### config.mk
export PLATFORM = sky130hd
export DESIGN_NAME = cache_back_end_top
export DESIGN_NICKNAME = d
export VERILOG_FILES = /design/src/design/cache_be_pkg.sv /design/src/design/cache_back_end.sv /design/src/design/cache_back_end_top.sv /design/src/design/cache_read_channel.sv /design/src/design/cache_write_buffer.sv /design/src/design/cache_write_channel.sv
export SDC_FILE = /design/constraint.sdc
export NUM_CORES = 1
export LEC_CHECK = 0
export BUFFER_PORTS_ARGS = -buffer_cell sky130_fd_sc_hd__buf_2
export CAP_MARGIN = 20
export CORE_MARGIN = 1.5
export CORE_UTILIZATION = 53
export CTS_BUF_LIST = sky130_fd_sc_hd__clkbuf_4
export CTS_CLUSTER_DIAMETER = 60
export DETAILED_ROUTE_END_ITERATION = 12
export PLACE_DENSITY = 0.78
export SLEW_MARGIN = 20
export SYNTH_ARGS = -nofsm -noshare
export SYNTH_HDL_FRONTEND = slang
export SYNTH_HIERARCHICAL = 1
export SYNTH_SLANG_ARGS = --single-unit
export TNS_END_PERCENT = 100
### constraint.sdc
create_clock -name clk_i -period 2.7 [get_ports clk_i]
set_input_delay 0.675 -clock clk_i [delete_from_list [all_inputs] [get_ports clk_i]]
set_output_delay 0.675 -clock clk_i [all_outputs]
set_load 0.02 [all_outputs]
### src/design/cache_be_pkg.sv
package cache_be_pkg;

   // widths of the memory side.
   localparam int ADDR_W       = 16;
   localparam int DATA_W       = 32;
   localparam int NBYTES       = 4;
   localparam int LINE_WORDS_W = 2;

   // word address drops the byte offset.
   typedef logic [ADDR_W-$clog2(NBYTES)-1:0] word_addr_t;

   // line address drops the word index as well.
   typedef logic [ADDR_W-$clog2(NBYTES)-LINE_WORDS_W-1:0] line_addr_t;

   typedef logic [LINE_WORDS_W-1:0] line_idx_t;
   typedef logic [DATA_W-1:0]       data_t;
   typedef logic [NBYTES-1:0]       strb_t;

   // one front-end write.
   typedef struct packed {
      word_addr_t addr;
      data_t      data;
      strb_t      strb;
   } wr_req_t;

   // one backend request, a zero strobe marks a read.
   typedef struct packed {
      word_addr_t addr;
      data_t      data;
      strb_t      strb;
   } be_req_t;

   typedef enum logic [1:0] {WR_IDLE, WR_REQ, WR_WAIT_ACK} wr_state_t;

   typedef enum logic [1:0] {RD_IDLE, RD_REQ, RD_WAIT_DATA, RD_DONE} rd_state_t;

endpackage

### src/design/cache_back_end.sv
`timescale 1ns/1ps

module cache_back_end
   import cache_be_pkg::*;
(
   input  logic       clk_i,
   input  logic       rst_i,

   input  logic       wbuf_empty_i,
   input  logic       wr_in_valid_i,
   input  wr_req_t    wr_in_req_i,
   output logic       wr_in_ready_o,

   input  logic       replace_valid_i,
   input  line_addr_t replace_addr_i,
   output logic       replace_o,
   output logic       read_valid_o,
   output line_idx_t  read_idx_o,
   output data_t      read_data_o,

   output logic       be_avalid_o,
   output be_req_t    be_req_o,
   input  logic       be_ready_i,
   input  logic       be_rvalid_i,
   input  data_t      be_rdata_i
);

   logic    wr_idle;
   logic    wr_ready;
   logic    wr_valid;
   be_req_t wr_req;
   logic    rd_valid;
   be_req_t rd_req;
   logic    rd_grant;
   logic    rd_grant_q;
   logic    wack;
   logic    wack_q;
   logic    ack;

   // a refill gets the port once the write side is drained, then keeps it.
   assign rd_grant = replace_o & (rd_grant_q | (wr_idle & wbuf_empty_i));

   // no new write starts while the refill owns the port.
   assign wr_in_ready_o = wr_ready & ~rd_grant;

   assign be_avalid_o = rd_valid | wr_valid;
   assign be_req_o    = rd_valid ? rd_req : wr_req;

   assign wack = be_avalid_o & be_ready_i & (|be_req_o.strb);
   assign ack  = be_rvalid_i | wack_q;

   always_ff @(posedge clk_i) begin
      if (rst_i) begin
         rd_grant_q <= 1'b0;
         wack_q     <= 1'b0;
      end else begin
         rd_grant_q <= rd_grant;
         wack_q     <= wack;
      end
   end

   cache_write_channel write_fsm (
      .clk_i     (clk_i),
      .rst_i     (rst_i),
      .wr_valid_i(wr_in_valid_i & ~rd_grant),
      .wr_req_i  (wr_in_req_i),
      .wr_ready_o(wr_ready),
      .be_valid_o(wr_valid),
      .be_req_o  (wr_req),
      .be_ready_i(be_ready_i),
      .be_ack_i  (ack),
      .idle_o    (wr_idle)
   );

   cache_read_channel read_fsm (
      .clk_i          (clk_i),
      .rst_i          (rst_i),
      .replace_valid_i(replace_valid_i),
      .replace_addr_i (replace_addr_i),
      .replace_o      (replace_o),
      .read_valid_o   (read_valid_o),
      .read_idx_o     (read_idx_o),
      .read_data_o    (read_data_o),
      .grant_i        (rd_grant),
      .be_valid_o     (rd_valid),
      .be_req_o       (rd_req),
      .be_ready_i     (be_ready_i),
      .be_ack_i       (ack),
      .be_rdata_i     (be_rdata_i)
   );

endmodule

### src/design/cache_back_end_top.sv
`timescale 1ns/1ps

module cache_back_end_top
   import cache_be_pkg::*;
#(
   parameter int WBUF_DEPTH_W = 2
) (
   input  logic       clk_i,
   input  logic       rst_i,

   input  logic       write_valid_i,
   input  wr_req_t    write_req_i,
   output logic       write_ready_o,

   input  logic       replace_valid_i,
   input  line_addr_t replace_addr_i,
   output logic       replace_o,
   output logic       read_valid_o,
   output line_idx_t  read_idx_o,
   output data_t      read_data_o,

   output logic       be_avalid_o,
   output be_req_t    be_req_o,
   input  logic       be_ready_i,
   input  logic       be_rvalid_i,
   input  data_t      be_rdata_i
);

   logic    wbuf_valid;
   wr_req_t wbuf_req;
   logic    wbuf_ready;
   logic    wbuf_empty;

   cache_write_buffer #(
      .WBUF_DEPTH_W(WBUF_DEPTH_W)
   ) write_buffer_i (
      .clk_i      (clk_i),
      .rst_i      (rst_i),
      .in_valid_i (write_valid_i),
      .in_req_i   (write_req_i),
      .in_ready_o (write_ready_o),
      .out_valid_o(wbuf_valid),
      .out_req_o  (wbuf_req),
      .out_ready_i(wbuf_ready),
      .empty_o    (wbuf_empty)
   );

   cache_back_end back_end_i (
      .clk_i          (clk_i),
      .rst_i          (rst_i),
      .wbuf_empty_i   (wbuf_empty),
      .wr_in_valid_i  (wbuf_valid),
      .wr_in_req_i    (wbuf_req),
      .wr_in_ready_o  (wbuf_ready),
      .replace_valid_i(replace_valid_i),
      .replace_addr_i (replace_addr_i),
      .replace_o      (replace_o),
      .read_valid_o   (read_valid_o),
      .read_idx_o     (read_idx_o),
      .read_data_o    (read_data_o),
      .be_avalid_o    (be_avalid_o),
      .be_req_o       (be_req_o),
      .be_ready_i     (be_ready_i),
      .be_rvalid_i    (be_rvalid_i),
      .be_rdata_i     (be_rdata_i)
   );

endmodule

### src/design/cache_read_channel.sv
`timescale 1ns/1ps

module cache_read_channel
   import cache_be_pkg::*;
(
   input  logic       clk_i,
   input  logic       rst_i,

   input  logic       replace_valid_i,
   input  line_addr_t replace_addr_i,
   output logic       replace_o,

   output logic       read_valid_o,
   output line_idx_t  read_idx_o,
   output data_t      read_data_o,

   input  logic       grant_i,
   output logic       be_valid_o,
   output be_req_t    be_req_o,
   input  logic       be_ready_i,
   input  logic       be_ack_i,
   input  data_t      be_rdata_i
);

   rd_state_t  state;
   line_addr_t line_q;
   line_idx_t  idx_q;
   logic       last_word;

   assign replace_o  = (state != RD_IDLE);
   assign be_valid_o = (state == RD_REQ) & grant_i;
   assign last_word  = &idx_q;

   // word reads carry no strobe.
   always_comb begin
      be_req_o.addr = {line_q, idx_q};
      be_req_o.data = '0;
      be_req_o.strb = '0;
   end

   always_ff @(posedge clk_i) begin
      if (state == RD_IDLE && replace_valid_i) begin
         line_q <= replace_addr_i;
      end
   end

   // returned word and its index, one cycle after rvalid.
   always_ff @(posedge clk_i) begin
      if (state == RD_WAIT_DATA && be_ack_i) begin
         read_data_o <= be_rdata_i;
         read_idx_o  <= idx_q;
      end
   end

   always_ff @(posedge clk_i) begin
      if (rst_i) begin
         state        <= RD_IDLE;
         idx_q        <= '0;
         read_valid_o <= 1'b0;
      end else begin
         read_valid_o <= (state == RD_WAIT_DATA) & be_ack_i;
         case (state)
            RD_IDLE: begin
               idx_q <= '0;
               if (replace_valid_i) begin
                  state <= RD_REQ;
               end
            end
            RD_REQ: begin
               if (grant_i && be_ready_i) begin
                  state <= RD_WAIT_DATA;
               end
            end
            RD_WAIT_DATA: begin
               if (be_ack_i) begin
                  idx_q <= idx_q + 1'b1;
                  state <= last_word ? RD_DONE : RD_REQ;
               end
            end
            // last word is on the output here.
            RD_DONE: state <= RD_IDLE;
            default: state <= RD_IDLE;
         endcase
      end
   end

endmodule

### src/design/cache_write_buffer.sv
`timescale 1ns/1ps

module cache_write_buffer
   import cache_be_pkg::*;
#(
   parameter int WBUF_DEPTH_W = 2
) (
   input  logic    clk_i,
   input  logic    rst_i,

   input  logic    in_valid_i,
   input  wr_req_t in_req_i,
   output logic    in_ready_o,

   output logic    out_valid_o,
   output wr_req_t out_req_o,
   input  logic    out_ready_i,

   output logic    empty_o
);

   localparam int DEPTH = 2 ** WBUF_DEPTH_W;

   // count value of a full buffer.
   localparam logic [WBUF_DEPTH_W:0] FULL_CNT = {1'b1, {WBUF_DEPTH_W{1'b0}}};

   wr_req_t                 mem [DEPTH];
   logic [WBUF_DEPTH_W-1:0] wr_ptr;
   logic [WBUF_DEPTH_W-1:0] rd_ptr;
   logic [WBUF_DEPTH_W:0]   count;
   logic                    push;
   logic                    pop;

   assign in_ready_o  = (count != FULL_CNT);
   assign out_valid_o = (count != '0);
   assign empty_o     = (count == '0);
   assign out_req_o   = mem[rd_ptr];

   assign push = in_valid_i & in_ready_o;
   assign pop  = out_valid_o & out_ready_i;

   // storage only, no reset needed.
   always_ff @(posedge clk_i) begin
      if (push) begin
         mem[wr_ptr] <= in_req_i;
      end
   end

   always_ff @(posedge clk_i) begin
      if (rst_i) begin
         wr_ptr <= '0;
         rd_ptr <= '0;
         count  <= '0;
      end else begin
         if (push) begin
            wr_ptr <= wr_ptr + 1'b1;
         end
         if (pop) begin
            rd_ptr <= rd_ptr + 1'b1;
         end
         // push and pop together leave the count alone.
         case ({push, pop})
            2'b10:   count <= count + 1'b1;
            2'b01:   count <= count - 1'b1;
            default: count <= count;
         endcase
      end
   end

endmodule

### src/design/cache_write_channel.sv
`timescale 1ns/1ps

module cache_write_channel
   import cache_be_pkg::*;
(
   input  logic    clk_i,
   input  logic    rst_i,

   input  logic    wr_valid_i,
   input  wr_req_t wr_req_i,
   output logic    wr_ready_o,

   output logic    be_valid_o,
   output be_req_t be_req_o,
   input  logic    be_ready_i,
   input  logic    be_ack_i,

   output logic    idle_o
);

   wr_state_t state;
   wr_req_t   req_q;

   assign wr_ready_o = (state == WR_IDLE);
   assign idle_o     = (state == WR_IDLE);
   assign be_valid_o = (state == WR_REQ);

   always_comb begin
      be_req_o.addr = req_q.addr;
      be_req_o.data = req_q.data;
      be_req_o.strb = req_q.strb;
   end

   // held write word.
   always_ff @(posedge clk_i) begin
      if (wr_valid_i && wr_ready_o) begin
         req_q <= wr_req_i;
      end
   end

   always_ff @(posedge clk_i) begin
      if (rst_i) begin
         state <= WR_IDLE;
      end else begin
         case (state)
            WR_IDLE: begin
               if (wr_valid_i) begin
                  state <= WR_REQ;
               end
            end
            WR_REQ: begin
               if (be_ready_i) begin
                  state <= WR_WAIT_ACK;
               end
            end
            // the ack comes one cycle after acceptance.
            WR_WAIT_ACK: begin
               if (be_ack_i) begin
                  state <= WR_IDLE;
               end
            end
            default: state <= WR_IDLE;
         endcase
      end
   end

endmodule
; ---- Word level (Yosys, flattened, before mapping)
; Memories as Yosys holds them, arrays and structs flattened. A register that Yosys moved wholly into a read port is not among the register bits.
; Cells that the tools add are included.
[word_totals]
ff_bits = 62
ram_bits = 200
in_bits = 100
elab_cells = 77
memories = 1
[mem_list]
columns = memory, words, width, read_ports, rd_ports_with_merged_regs, write_ports, line_no
row1 = write_buffer_i.mem, 4, 50, 1, 1, 1, cache_write_buffer.sv:27  ; wr_req_t mem [DEPTH];
[classes]
addsub = 5
n_eq_ne = 14
muxes = 15
bitwise_logic = 14
reduce_logical = 16
[ops]
columns = operator, count
row1 = 50-bit two-way mux, 1
row2 = 2-bit two-way mux, 8
row3 = 1-bit bitwise AND, 10
row4 = 2-bit inequality test (second input constant), 5
row5 = 2-bit == test (second input constant), 4
row6 = 2-bit case mux with 4 select lines, 1
row7 = 2-bit by 1-bit adder with 2-bit output (second input constant), 3
row8 = 2-bit by 1-bit == test with 1-bit output (second input constant), 3
row9 = 2-bit case mux with 3 select lines, 1
row10 = 3-bit case mux with 2 select lines, 1
row11 = 3-bit AND reduction, 2
row12 = 2-bit nonzero test, 3
row13 = 1-bit logical AND, 4
row14 = 2-bit zero test, 2
row15 = 2-bit case mux with 2 select lines, 1
row16 = 2-bit AND reduction, 2
row17 = 4-bit OR reduction, 1
row18 = 3-bit by 1-bit adder with 3-bit output (second input constant), 1
row19 = 3-bit zero test, 1
row20 = 3-bit inequality test (second input constant), 1
row21 = 1-bit OR, 3
row22 = 3-bit nonzero test, 1
row23 = 3-bit by 1-bit subtractor with 3-bit output (second input constant), 1
row24 = 1-bit two-way mux, 2
row25 = 2 further kinds, 2

; ---- Longest topological paths before layout
; Gate-level depths: netlist of run 1.
[logic_depth]
ltp_word = 9
depth_mapped = 13
ltp_nobuf = 13

; ---- By module
; The synthesis of run 1 kept the hierarchy.
[by_module_without_submodules]
columns = module, n_inst, cells_per_inst, area_per_inst_um2, seq_area_each_um2
row1 = cache_write_buffer, 1, 317, 7791.2, 6185.9
row2 = cache_read_channel, 1, 110, 1888.1, 1481.4
row3 = cache_write_channel, 1, 61, 1602.8, 1541.5
row4 = cache_back_end, 1, 69, 738.2, 40.0

; ---- Worst setup path before layout of run 1
; Ideal clock, no wire load.
[synth_timing]
kind = register -> output
startpoint = register write_buffer_i.count[1]
endpoint = output be_req_o[19] (netlist bit)
t_arrival_ns = 1.977
required_time_ns = 2.025
path_slack_ns = 0.048
path_stages_with_launch = 12
path_buffers = 3
cell_sequence = dfxtp_1 or3_4 inv_2 a21o_1 nand2_1 inv_1 nand2_1 nor2_1 buf_6 buf_6 buf_6 mux2_2
[synth_rtl]
columns = item, line_no
row1 = from (decl), cache_write_buffer.sv:30  ; logic [WBUF_DEPTH_W:0] count;
row2 = from (signal assigned), cache_write_buffer.sv:63  ; 2'b10: count <= count + 1'b1;
row3 = from (signal assigned), cache_write_buffer.sv:64  ; 2'b01: count <= count - 1'b1;
row4 = from (signal assigned), cache_write_buffer.sv:65  ; default: count <= count;
row5 = to (decl), cache_back_end_top.sv:23  ; output be_req_t be_req_o,

==> results of run 1 <==
[cell usage after synthesis (2+ instances only)]
library cell and count:
buf_6 11, buf_2 6, dfxtp_1 18, nor2_1 16
mux2_4 2, a21oi_1 7, and2_1 7, mux2_2 49
edfxtp_1 296, mux4_2 30, o21ai_0 2, nand3_1 2
inv_2 2, nand2_1 5, nand3b_1 2, inv_1 10
nand2b_1 4, ha_1 6, xor2_1 3, buf_4 37
mux4_1 20
[sequential cells by signal (all words and copies together), names as in the netlist, named ones only]
signal,flops
write_buffer_i/mem,200
back_end_i/write_fsm/be_req_o,50
back_end_i/read_fsm/read_data_o,32
back_end_i/read_fsm/line_q,12
write_buffer_i/count,3
back_end_i/read_fsm/idx_q,2
back_end_i/read_fsm/read_idx_o,2
back_end_i/read_fsm/state,2
back_end_i/write_fsm/state,2
write_buffer_i/rd_ptr,2
write_buffer_i/wr_ptr,2
back_end_i/rd_grant_q,1
back_end_i/read_fsm/read_valid_o,1
back_end_i/wack_q,1
[cells by family after synthesis]
kind of cell,after synthesis
compound gates,15
xor+xnor,3
fa+ha+maj,7
buf+inv,68
flops,314
mux,102
other cells,1
simple gates,47
[layout by cell type, fill, tap and decap left out, types with 5 or more instances in the layout]
cell type  count
dfxtp_1       14
mux2_4        24
conb_1        36
buf_6         25
inv_2          7
a21oi_1        6
buf_2        163
ha_1           5
mux2_2        27
mux4_1        20
buf_4         21
inv_1          7
edfxtp_1     296
buf_12         7
nor2_1        15
mux4_2        30
and2_2         5
clkbuf_4     110
clkinv_1      20
[where the power goes]
group / internal [mW] / switching (mW) / total [mW]
sequential: 6.39 / 0.337 / 6.73
combinational: 1.88 / 2.07 / 3.95
clock: 1.89 / 1.80 / 3.69
total: 10.2 / 4.21 / 14.4
[layer usage]
layer	GRT usage, %	vias to the layer above	part of all wire [%]
met5	0	-	0.058
met4	7.998	4	1.8
met3	6.905	44	7.6
met2	36.91	267	53
met1	23.06	3104	37
li1	-	2780	-
[stage by stage]
step                      hold slack (ns)  TNS (ns)
after floorplan                    0.4387         0
after global placement             0.4580         0
after detailed placement           0.4741   -0.3755
after CTS                         0.09510    -35.18
after global routing               0.1009    -40.05
final                              0.1776    -32.32
[how the worst max path moves through the flow]
stage,startpoint,endpoint,cells past startpoint
4_1_cts,write_buffer_i/count[1],be_req_o[8],12
3_5_place_dp,write_buffer_i/count[1],be_req_o[3],10
6_report,write_buffer_i/count[2],be_req_o[1],11
5_1_grt,write_buffer_i/count[2],be_req_o[49],11
3_3_place_gp,write_buffer_i/count[1],be_req_o[49],10
2_1_floorplan,write_buffer_i/count[1],be_req_o[19],11
[worst max-delay path, stage by stage (launching register included)]
cell     delay, ns
dfxtp_2       0.32
or3_4         0.38
inv_2         0.06
a21o_1        0.12
nand2_2       0.06
inv_2         0.07
nand2_2       0.06
nor2_4        0.15
buf_12        0.15
buf_12        0.17
mux2_2        0.36
buf_2         0.16
[what timing repair did]
item                                    CTS  global route
pin swaps                                 0             6
setup buffers                             8             3
gates resized for setup                  53            39
endpoints found under the setup margin   51            53
gates cloned                              3             0
[cell type report]
| type | instances | share of cell area [%] |
|---|---|---|
| sequential | 314 | 63.28 |
| multi-input combinational | 210 | 17.53 |
| timing repair buffer | 219 | 10.02 |
| clock buffer | 110 | 5.645 |
| tap | 280 | 2.395 |
| clock inverter | 27 | 0.7955 |
| inverter | 12 | 0.3079 |
| antenna | 2 | 0.03421 |
==> impl_metrics.toml, run 1 <==
[floorplan]
core_area_mm2 = 0.02203
die_area_mm2 = 0.02359
die_w_um = 153.6
io_pins = 188
initial_utilization_pct = 54.57
fp-row-count = 54
die_h_um = 153.6

[worst_hold_path]
holdPathEnd = "back_end_i/read_fsm/read_data_o[30]"
hp-class = "in2reg"
holdPathStages = 1
worstHoldStart = "be_rdata_i[30]"

[route]
wl_per_cell_um = 20.67
drt_iter0_markers = 267
drtPass1Iterations = 4
vias = 6199
routed_wl_um = 24270
via_per_inst = 5.280
drtAntennaViolNets = 0
drc = 0

[clocking]
root_buffer = "clkbuf_4"
clock_latency_ns = 0.67
clock_path_buffers = 3
cts.sinks = 314
cts_tree = "built"
postCtsHoldBufs = 0
cts_inserted_buffers = 78
clk_pin_slew_ns = 0.06
htreeDepth = 3

[synth]
synth.distinct_cells = 43
synth-edff-count = 296
ys_warn_count = 6
synthSimpleGateAreaFrac_pct = 2.238
ys.flop_type = "edfxtp_1"
ys_seq_elements = 314
yosysTopAreaCell = "edfxtp_1"
avgSynthCellArea_um2 = 21.58
synth_xor_area_share_pct = 0.2186
yosys-top-cells-area = "edfxtp_1 74%, mux4_2 5.6%, mux2_2 4.6%"
synth_fa_ha_area_share_pct = 0.7911
synthMuxAreaShare_pct = 14.92
synth-async-reset-ratio_pct = 0
synth.cell_area_mm2 = 0.01202
netlist_instances = 557
synth_top_family_by_area = "multiplexers"
synth-compound-area-share_pct = 0.8327
synth_top_area_share_pct = 73.95
yosysSeqAreaShare_pct = 76.94

[power]
power_density_mw_per_mm2 = 982.5
peakVddDrop_v = 0.0006575
leakage_nw = 5.388
power.total_mw = 14.37

[timing]
skew_ns = 0.04646
worst_pin_slew_ns = 0.7926
setup_ws_ns = -0.6926
setup_viol = 51
period_needed_ns = 3.393
hold_viol = 0
rsz0062_at_grt = "true"
period_share_pct = 125.7
max_slew_margin_pct = 47.16
fmax_mhz = 294.8
slew_viol_final = 0

[run_status]
outcome = "complete, but fails checks"
violations = "negative setup slack"

[critical_path]
r2r_end = "write_buffer_i/count[2]"
cp.required_ns = 2.03
endpoint_kind = "output pin"
reg2regPathDepth = 13
start_kind = "flip-flop"
r2r_slack_ns = 0.04
crit_type = "reg2out"
critPathMaxFanout = 15
arrival_ns = 2.72
r2r_start = "back_end_i/read_fsm/state[0]"

[cells_and_area]
drive_gt1_share_pct = 50.11
area_growth_pct = 21.69
stdcell_count = 1174
multiInputGateArea_mm2 = 0.002564
final_cell_area_mm2 = 0.01463
final_util_pct = 66.41
ff_latch_area_mm2 = 0.009256
nFillCells = 1469
nets = 942

[global_route]
antenna_found_initial = 4
overflow = 0
grt_first_pass_wirelength_um = 36240
grt_use_total_pct = 20.73
grt_max_degree = 51
first_global_vias = 6728

[placed_design]
io_buffers = 187
dp_cells = 1023
gp_congestion = 0.7563
detailed_place_hpwl_um = 14230
dp_slack_ns = -0.02863
placed_cell_area_mm2 = 0.01324

[job]
maxCapViolations = 0
Power figures use the tool's default switching activity.
==> run 2: changes to the inputs <==
--- a/config.mk
+++ b/config.mk
@@ -5,6 +5,7 @@
 export SDC_FILE = /design/constraint.sdc
 export NUM_CORES = 1
 export LEC_CHECK = 0
+export ABC_AREA = 1
 export BUFFER_PORTS_ARGS = -buffer_cell sky130_fd_sc_hd__buf_2
 export CAP_MARGIN = 20
 export CORE_MARGIN = 1.5
==> impl_metrics.toml, run 2 <==
[synth]
synth.most_common_cell = "edfxtp_1"
synth_top_family_by_area = "simple AND/OR/NAND/NOR gates"
ys.flop_type = "edfxtp_1"
synth.cell_area_mm2 = 0.01242
yosysTopAreaCell = "edfxtp_1"
yosys-top-cells-area = "edfxtp_1 72%, nand2_1 5.2%, nor2_1 3.7%"
synth-compound-area-share_pct = 7.175
yosysSeqAreaShare_pct = 74.49
synth.distinct_cells = 31
ys_warn_count = 6
ys_seq_elements = 314
synthSimpleGateAreaFrac_pct = 10.24
synthTopCellsByCount = "296 x edfxtp_1, 173 x nand2_1, 122 x nor2_1"
synth-async-reset-ratio_pct = 0
netlist_instances = 931
synth_top_area_share_pct = 71.58
synth-edff-count = 296
synth_xor_area_share_pct = 0
synth_fa_ha_area_share_pct = 0.7658
synthMuxAreaShare_pct = 0
avgSynthCellArea_um2 = 13.34

[power]
leakage_nw = 5.887
power_density_mw_per_mm2 = 1091
swShare_pct = 34.66
combPwrFrac_pct = 35.3
p_clk_share_pct = 22.4
power.total_mw = 16.54
seqPwrFrac_pct = 42.4
p_int_mw = 10.80
p_switching_mw = 5.732
peakVddDrop_v = 0.0005811

[global_route]
grt_use_total_pct = 20.66
grt_first_pass_wirelength_um = 37940
grt_max_degree = 101
overflow = 0
first_global_vias = 7512
antenna_found_initial = 6

[timing]
period_share_pct = 109.0
setup_ws_ns = -0.2420
skew_ns = 0.03500
hold_viol = 0
slew_viol_final = 0
max_slew_margin_pct = 56.83
period_needed_ns = 2.942
setup_viol = 50
fmax_mhz = 339.9
worst_pin_slew_ns = 0.6476
rsz0062_at_grt = "true"
holdWs_ns = 0.1890

[critical_path]
critPathBufInv = 7
crit_type = "reg2out"
arrival_ns = 2.27
cp_top_family = "buffers and inverters"
path_cells = "nor2_4, nand2_2, inv_2, nand2_2, a21boi_2, inv_2, nor2_4, buf_12, inv_12, buf_12, nand2_4, nand2_4, inv_2, buf_6"
start_kind = "flip-flop"
crit_top_cell = "inv_2"
critPathMaxFanout = 8
cpPeakStageDelay_ns = 0.33
endpoint_kind = "output pin"
slowest_stage = "dfxtp_2"
cp.required_ns = 2.03

[cells_and_area]
nets = 1302
ff_latch_area_mm2 = 0.009261
nFillCells = 1687
layout_common_cells = "296 x edfxtp_1, 147 x buf_2, 116 x nor2_1, 106 x nand2_1, 105 x clkbuf_4"
area_growth_pct = 22.13
regMostFlops = "write_buffer_i/mem"
multiInputGateArea_mm2 = 0.002731
largest_reg_flops = 200
drive_gt1_share_pct = 36.04
layout_commonest_cell = "edfxtp_1"

[job]
maxCapViolations = 0

[floorplan]
initial_utilization_pct = 54.35
core_area_mm2 = 0.02285
die_area_mm2 = 0.02435
io_pins = 188
die_h_um = 156.1
die_w_um = 156.1
fp-row-count = 55

[clocking]
clk_pin_slew_ns = 0.06
cts_inserted_buffers = 77
clock_path_buffers = 3
cts.sinks = 314
postCtsHoldBufs = 0
clock_latency_ns = 0.66
cts_tree = "built"
htreeDepth = 3
root_buffer = "clkbuf_4"

[route]
drt_iter0_markers = 494
via_per_inst = 5.057
drtAntennaViolNets = 0
routed_wl_um = 26720
drc = 0
drtPass1Iterations = 7
wl_per_cell_um = 17.11
vias = 7894

[run_status]
outcome = "complete, but fails checks"
violations = "negative setup slack"

[worst_hold_path]
hp-class = "in2reg"

[placed_design]
io_buffers = 187
dp_slack_ns = 0.2076
detailed_place_hpwl_um = 14740
gp_congestion = 0.7411
[run 2: cell types whose count changed in the layout (fill, tap and decap cells not counted), moves of 24 or more]
cell / before / now
inv_1: 7 / 32
mux2_2: 27 / 0
mux2_4: 24 / 0
mux4_2: 30 / 0
nand2_1: 3 / 106
nand2_2: 2 / 49
nor2_1: 15 / 116
o21ai_1: 0 / 87
o22ai_1: 0 / 50
[run 2: stage by stage]
stage          util, %  setup TNS (ns)  std cells  area [µm²]
2_1_floorplan        -         -120.94        966       12550
3_3_place_gp     58.59               0       1411       13390
3_5_place_dp     58.59               0       1411       13390
4_1_cts          63.31          -6.763       1545       14460
5_1_grt          66.36          -19.10       1560       15160
6_report         66.37          -10.26       1561       15160
[run 2: logic make-up after synthesis]
kind of cell	after synthesis
other cells	1
flops	314
buf+inv	125
compound gates	162
simple gates	322
fa+ha+maj	7
[run 2: cell type report]
| cell class | count | share of cell area, % |
|---|---|---|
| diodes | 5 | 0.08251 |
| clock buffers | 105 | 5.198 |
| clock inverters | 22 | 0.8993 |
| inverters | 47 | 1.328 |
| multi-input cells | 527 | 18.01 |
| flip-flops and latches | 314 | 61.07 |
| well taps | 313 | 2.583 |
| repair buffers | 228 | 10.83 |
[run 2: power groups by stage]
stage	registers (mW)	clock network (mW)	logic (mW)
finish	7.01	3.70	5.83
global route	7.08	4.06	6.32
CTS	6.91	3.80	4.80
detailed placement	6.99	0	4.56
global placement	6.99	0	4.45
floorplan	6.96	0	3.33
[run 2: worst paths after layout]
path | cells past startpoint | start | to | slack, ns
max | 14 | write_buffer_i/count[1] | be_req_o[3] | -0.24
min | 1 | replace_addr_i[9] | back_end_i/read_fsm/line_q[9] | 0.19
max reg2reg | 16 | back_end_i/read_fsm/state[0] | write_buffer_i/count[2] | 0.40
min reg2reg | 2 | write_buffer_i/rd_ptr[1] | flip-flop | 0.51
[run 2: metal layers]
| metal | up-vias | track usage, % | share of wire [%] | wire length (µm) |
|---|---|---|---|---|
| met5 | - | 0 | 0.045 | 12 |
| met3 | 41 | 5.833 | 8.3 | 2224 |
| met4 | 2 | 8.617 | 1.6 | 439 |
| met1 | 3721 | 25.07 | 40 | 10700 |
| li1 | 3787 | - | - | - |
| met2 | 343 | 34.84 | 50 | 13340 |
[run 2: what timing repair did]
item	CTS	global route
setup buffers	7	5
gates cloned	0	7
resized for setup	35	165
hold endpoints to repair	0	0
pin swaps	4	18
endpoints found under the setup margin	51	51
==> run 3: changes to the inputs <==
--- a/config.mk
+++ b/config.mk
@@ -6,14 +6,14 @@
 export NUM_CORES = 1
 export LEC_CHECK = 0
 export ABC_AREA = 1
-export BUFFER_PORTS_ARGS = -buffer_cell sky130_fd_sc_hd__buf_2
 export CAP_MARGIN = 20
 export CORE_MARGIN = 1.5
 export CORE_UTILIZATION = 53
 export CTS_BUF_LIST = sky130_fd_sc_hd__clkbuf_4
 export CTS_CLUSTER_DIAMETER = 60
 export DETAILED_ROUTE_END_ITERATION = 12
-export PLACE_DENSITY = 0.78
+export DONT_BUFFER_PORTS = 1
+export PLACE_DENSITY = 0.68
 export SLEW_MARGIN = 20
 export SYNTH_ARGS = -nofsm -noshare
 export SYNTH_HDL_FRONTEND = slang
==> constraint.sdc (replaced) <==
create_clock -name clk_i -period 3.2 [get_ports clk_i]
set_input_delay 0.8 -clock clk_i [delete_from_list [all_inputs] [get_ports clk_i]]
set_output_delay 0.8 -clock clk_i [all_outputs]
set_load 0.02 [all_outputs]
==> impl_metrics.toml, run 3 (same netlist as run 2, synthesis figures left out) <==
[placed_design]
io_buffers = 0
detailed_place_hpwl_um = 13590
dp_slack_ns = 0.1121
gp_congestion = 0.7194

[floorplan]
core_area_mm2 = 0.02285
initial_utilization_pct = 54.35
fp-row-count = 55
die_w_um = 156.1
die_area_mm2 = 0.02435
io_pins = 188
die_h_um = 156.1

[clocking]
cts_tree = "built"
postCtsHoldBufs = 0
root_buffer = "clkbuf_4"
htreeDepth = 3
clock_latency_ns = 0.66
cts.sinks = 314
cts_inserted_buffers = 80
clock_path_buffers = 3
clk_pin_slew_ns = 0.06

[timing]
period_share_pct = 96.14
hold_viol = 0
rsz0062_at_grt = "true"
worst_pin_slew_ns = 1.060
setup_viol = 0
skew_ns = 0.02776
slew_viol_final = 0
period_needed_ns = 3.076
max_slew_margin_pct = 29.36
setup_ws_ns = 0.1235
holdWs_ns = 0.2213
fmax_mhz = 325.0

[global_route]
grt_use_total_pct = 20.28
grt_max_degree = 101
overflow = 0
first_global_vias = 6957
antenna_found_initial = 1
grt_first_pass_wirelength_um = 37090

[critical_path]
critPathMaxFanout = 5
reg2regPathDepth = 15
crit_type = "reg2out"
path_cells = "nor2_2, inv_2, a21boi_2, inv_2, nor2_4, buf_12, buf_12, nand2_1, nand2_2"
start_kind = "flip-flop"
r2r_start = "back_end_i/read_fsm/state[1]"
crit_start = "back_end_i/read_fsm/state[1]"
r2r_end = "write_buffer_i/count[2]"
cp_top_family = "simple AND/OR/NAND/NOR gates"
critPathBufInv = 4
slowest_stage = "dfxtp_1"
cp.required_ns = 2.40
cpPeakStageDelay_ns = 0.41
endpoint_kind = "output pin"
r2r_slack_ns = 0.68
arrival_ns = 2.28

[cells_and_area]
largest_reg_flops = 200
regMostFlops = "write_buffer_i/mem"
layout_common_cells = "296 x edfxtp_1, 160 x nand2_1, 116 x nor2_1, 115 x clkbuf_4, 87 x o21ai_1"
area_growth_pct = 9.956
nets = 1100
layout_commonest_cell = "edfxtp_1"
nFillCells = 1813
drive_gt1_share_pct = 19.03

[route]
drtAntennaViolNets = 0
wl_per_cell_um = 17.88
via_per_inst = 5.143
vias = 7046
routed_wl_um = 24490
drtPass1Iterations = 5
drc = 0
drt_iter0_markers = 446

[power]
seqPwrFrac_pct = 46.7
p_clk_share_pct = 25.9
power_density_mw_per_mm2 = 926.8
p_switching_mw = 4.441
combPwrFrac_pct = 27.4
leakage_nw = 4.990
peakVddDrop_v = 0.0005498
p_int_mw = 8.212
swShare_pct = 35.10

[worst_hold_path]
worstHoldStart = "rst_i"
holdPathStages = 1
holdPathEnd = "back_end_i/write_fsm/state[0]"
hp-class = "in2reg"

[run_status]
outcome = "complete, no violations"

[job]
maxCapViolations = 0
-- run 3: cell count changes in the layout (fill, tap and decap cells not counted), moves of 3 or more --
cell,delta
clkbuf_4,+10
nor2_4,-3
clkinv_2,+3
buf_2,-147
nand2_2,-32
nand2_1,+54
buf_4,-14
diode_2,-4
nand2_4,-22
clkbuf_16,-4
dfxtp_1,+3
nor2_2,+3
buf_6,-42
-- run 3: worst max path at each step --
| stage | to | slack [ns] | cells after the start |
|---|---|---|---|
| after floorplan | write_buffer_i/mem[0][0] | -0.23 | 2 |
| after global placement | be_req_o[7] | 0.22 | 8 |
| after detailed placement | be_req_o[36] | 0.11 | 8 |
| after CTS | be_avalid_o | 0.009 | 7 |
| after global routing | be_req_o[2] | -0.01 | 12 |
| final | be_req_o[36] | 0.12 | 9 |
-- run 3: power by group through the flow --
stage          Sequential, mW  Combinational [mW]  Clock, mW
6_report                 5.91                3.46       3.28
5_1_grt                  5.99                3.83       3.59
4_1_cts                  5.92                3.40       3.38
3_5_place_dp             6.00                3.27          0
3_3_place_gp             6.00                3.19          0
2_1_floorplan            5.87                2.81          0
-- run 3: layer usage --
| layer | global-route usage (%) | part of all wire (%) | vias up | wire [µm] |
|---|---|---|---|---|
| met3 | 5.889 | 7.2 | 42 | 1770 |
| met5 | 0 | 0 | - | 0 |
| met4 | 8.798 | 1.8 | 0 | 433 |
| met1 | 24.65 | 41 | 3335 | 9975 |
| li1 | - | - | 3398 | - |
| met2 | 33.84 | 50 | 271 | 12310 |
-- run 3: timing repair --
action | in CTS | in global routing
setup endpoints to repair | 51 | 51
gates resized for setup | 16 | 16
setup buffers | 3 | 3
gates cloned | 2 | 1
pin swaps | 2 | 5
-- run 3: final cells by class --
cell class	count	area [µm²]	share of cell area, %
antenna	1	2.502	0.01833
clock buffer	115	863.3	6.323
clock inverter	30	161.4	1.182
inverter	47	207.7	1.521
multi-input combinational	527	2469	18.08
sequential	314	9255	67.79
tap	313	391.6	2.868
timing repair buffer	23	302.8	2.218
-- run 3: worst reg2reg max path, delay by kind of cell (launching register included) --
kind,cells,cell delay (ns)
compound gates,1,0.19
fa+ha+maj,2,0.55
buf+inv,5,0.50
flops,1,0.35
simple gates,7,0.84
-- run 3: metrics by stage --
stage | power (mW) | TNS [ns] | util (%) | cell area (µm²) | instances
after floorplan | 8.689 | -45.94 | - | 12550 | 966
after global placement | 9.190 | 0 | 54.30 | 12410 | 1215
after detailed placement | 9.262 | 0 | 54.30 | 12410 | 1215
after CTS | 12.71 | 0 | 59.38 | 13570 | 1365
after global routing | 13.41 | -0.07387 | 59.76 | 13650 | 1370
final | 12.65 | 0 | 59.76 | 13650 | 1370
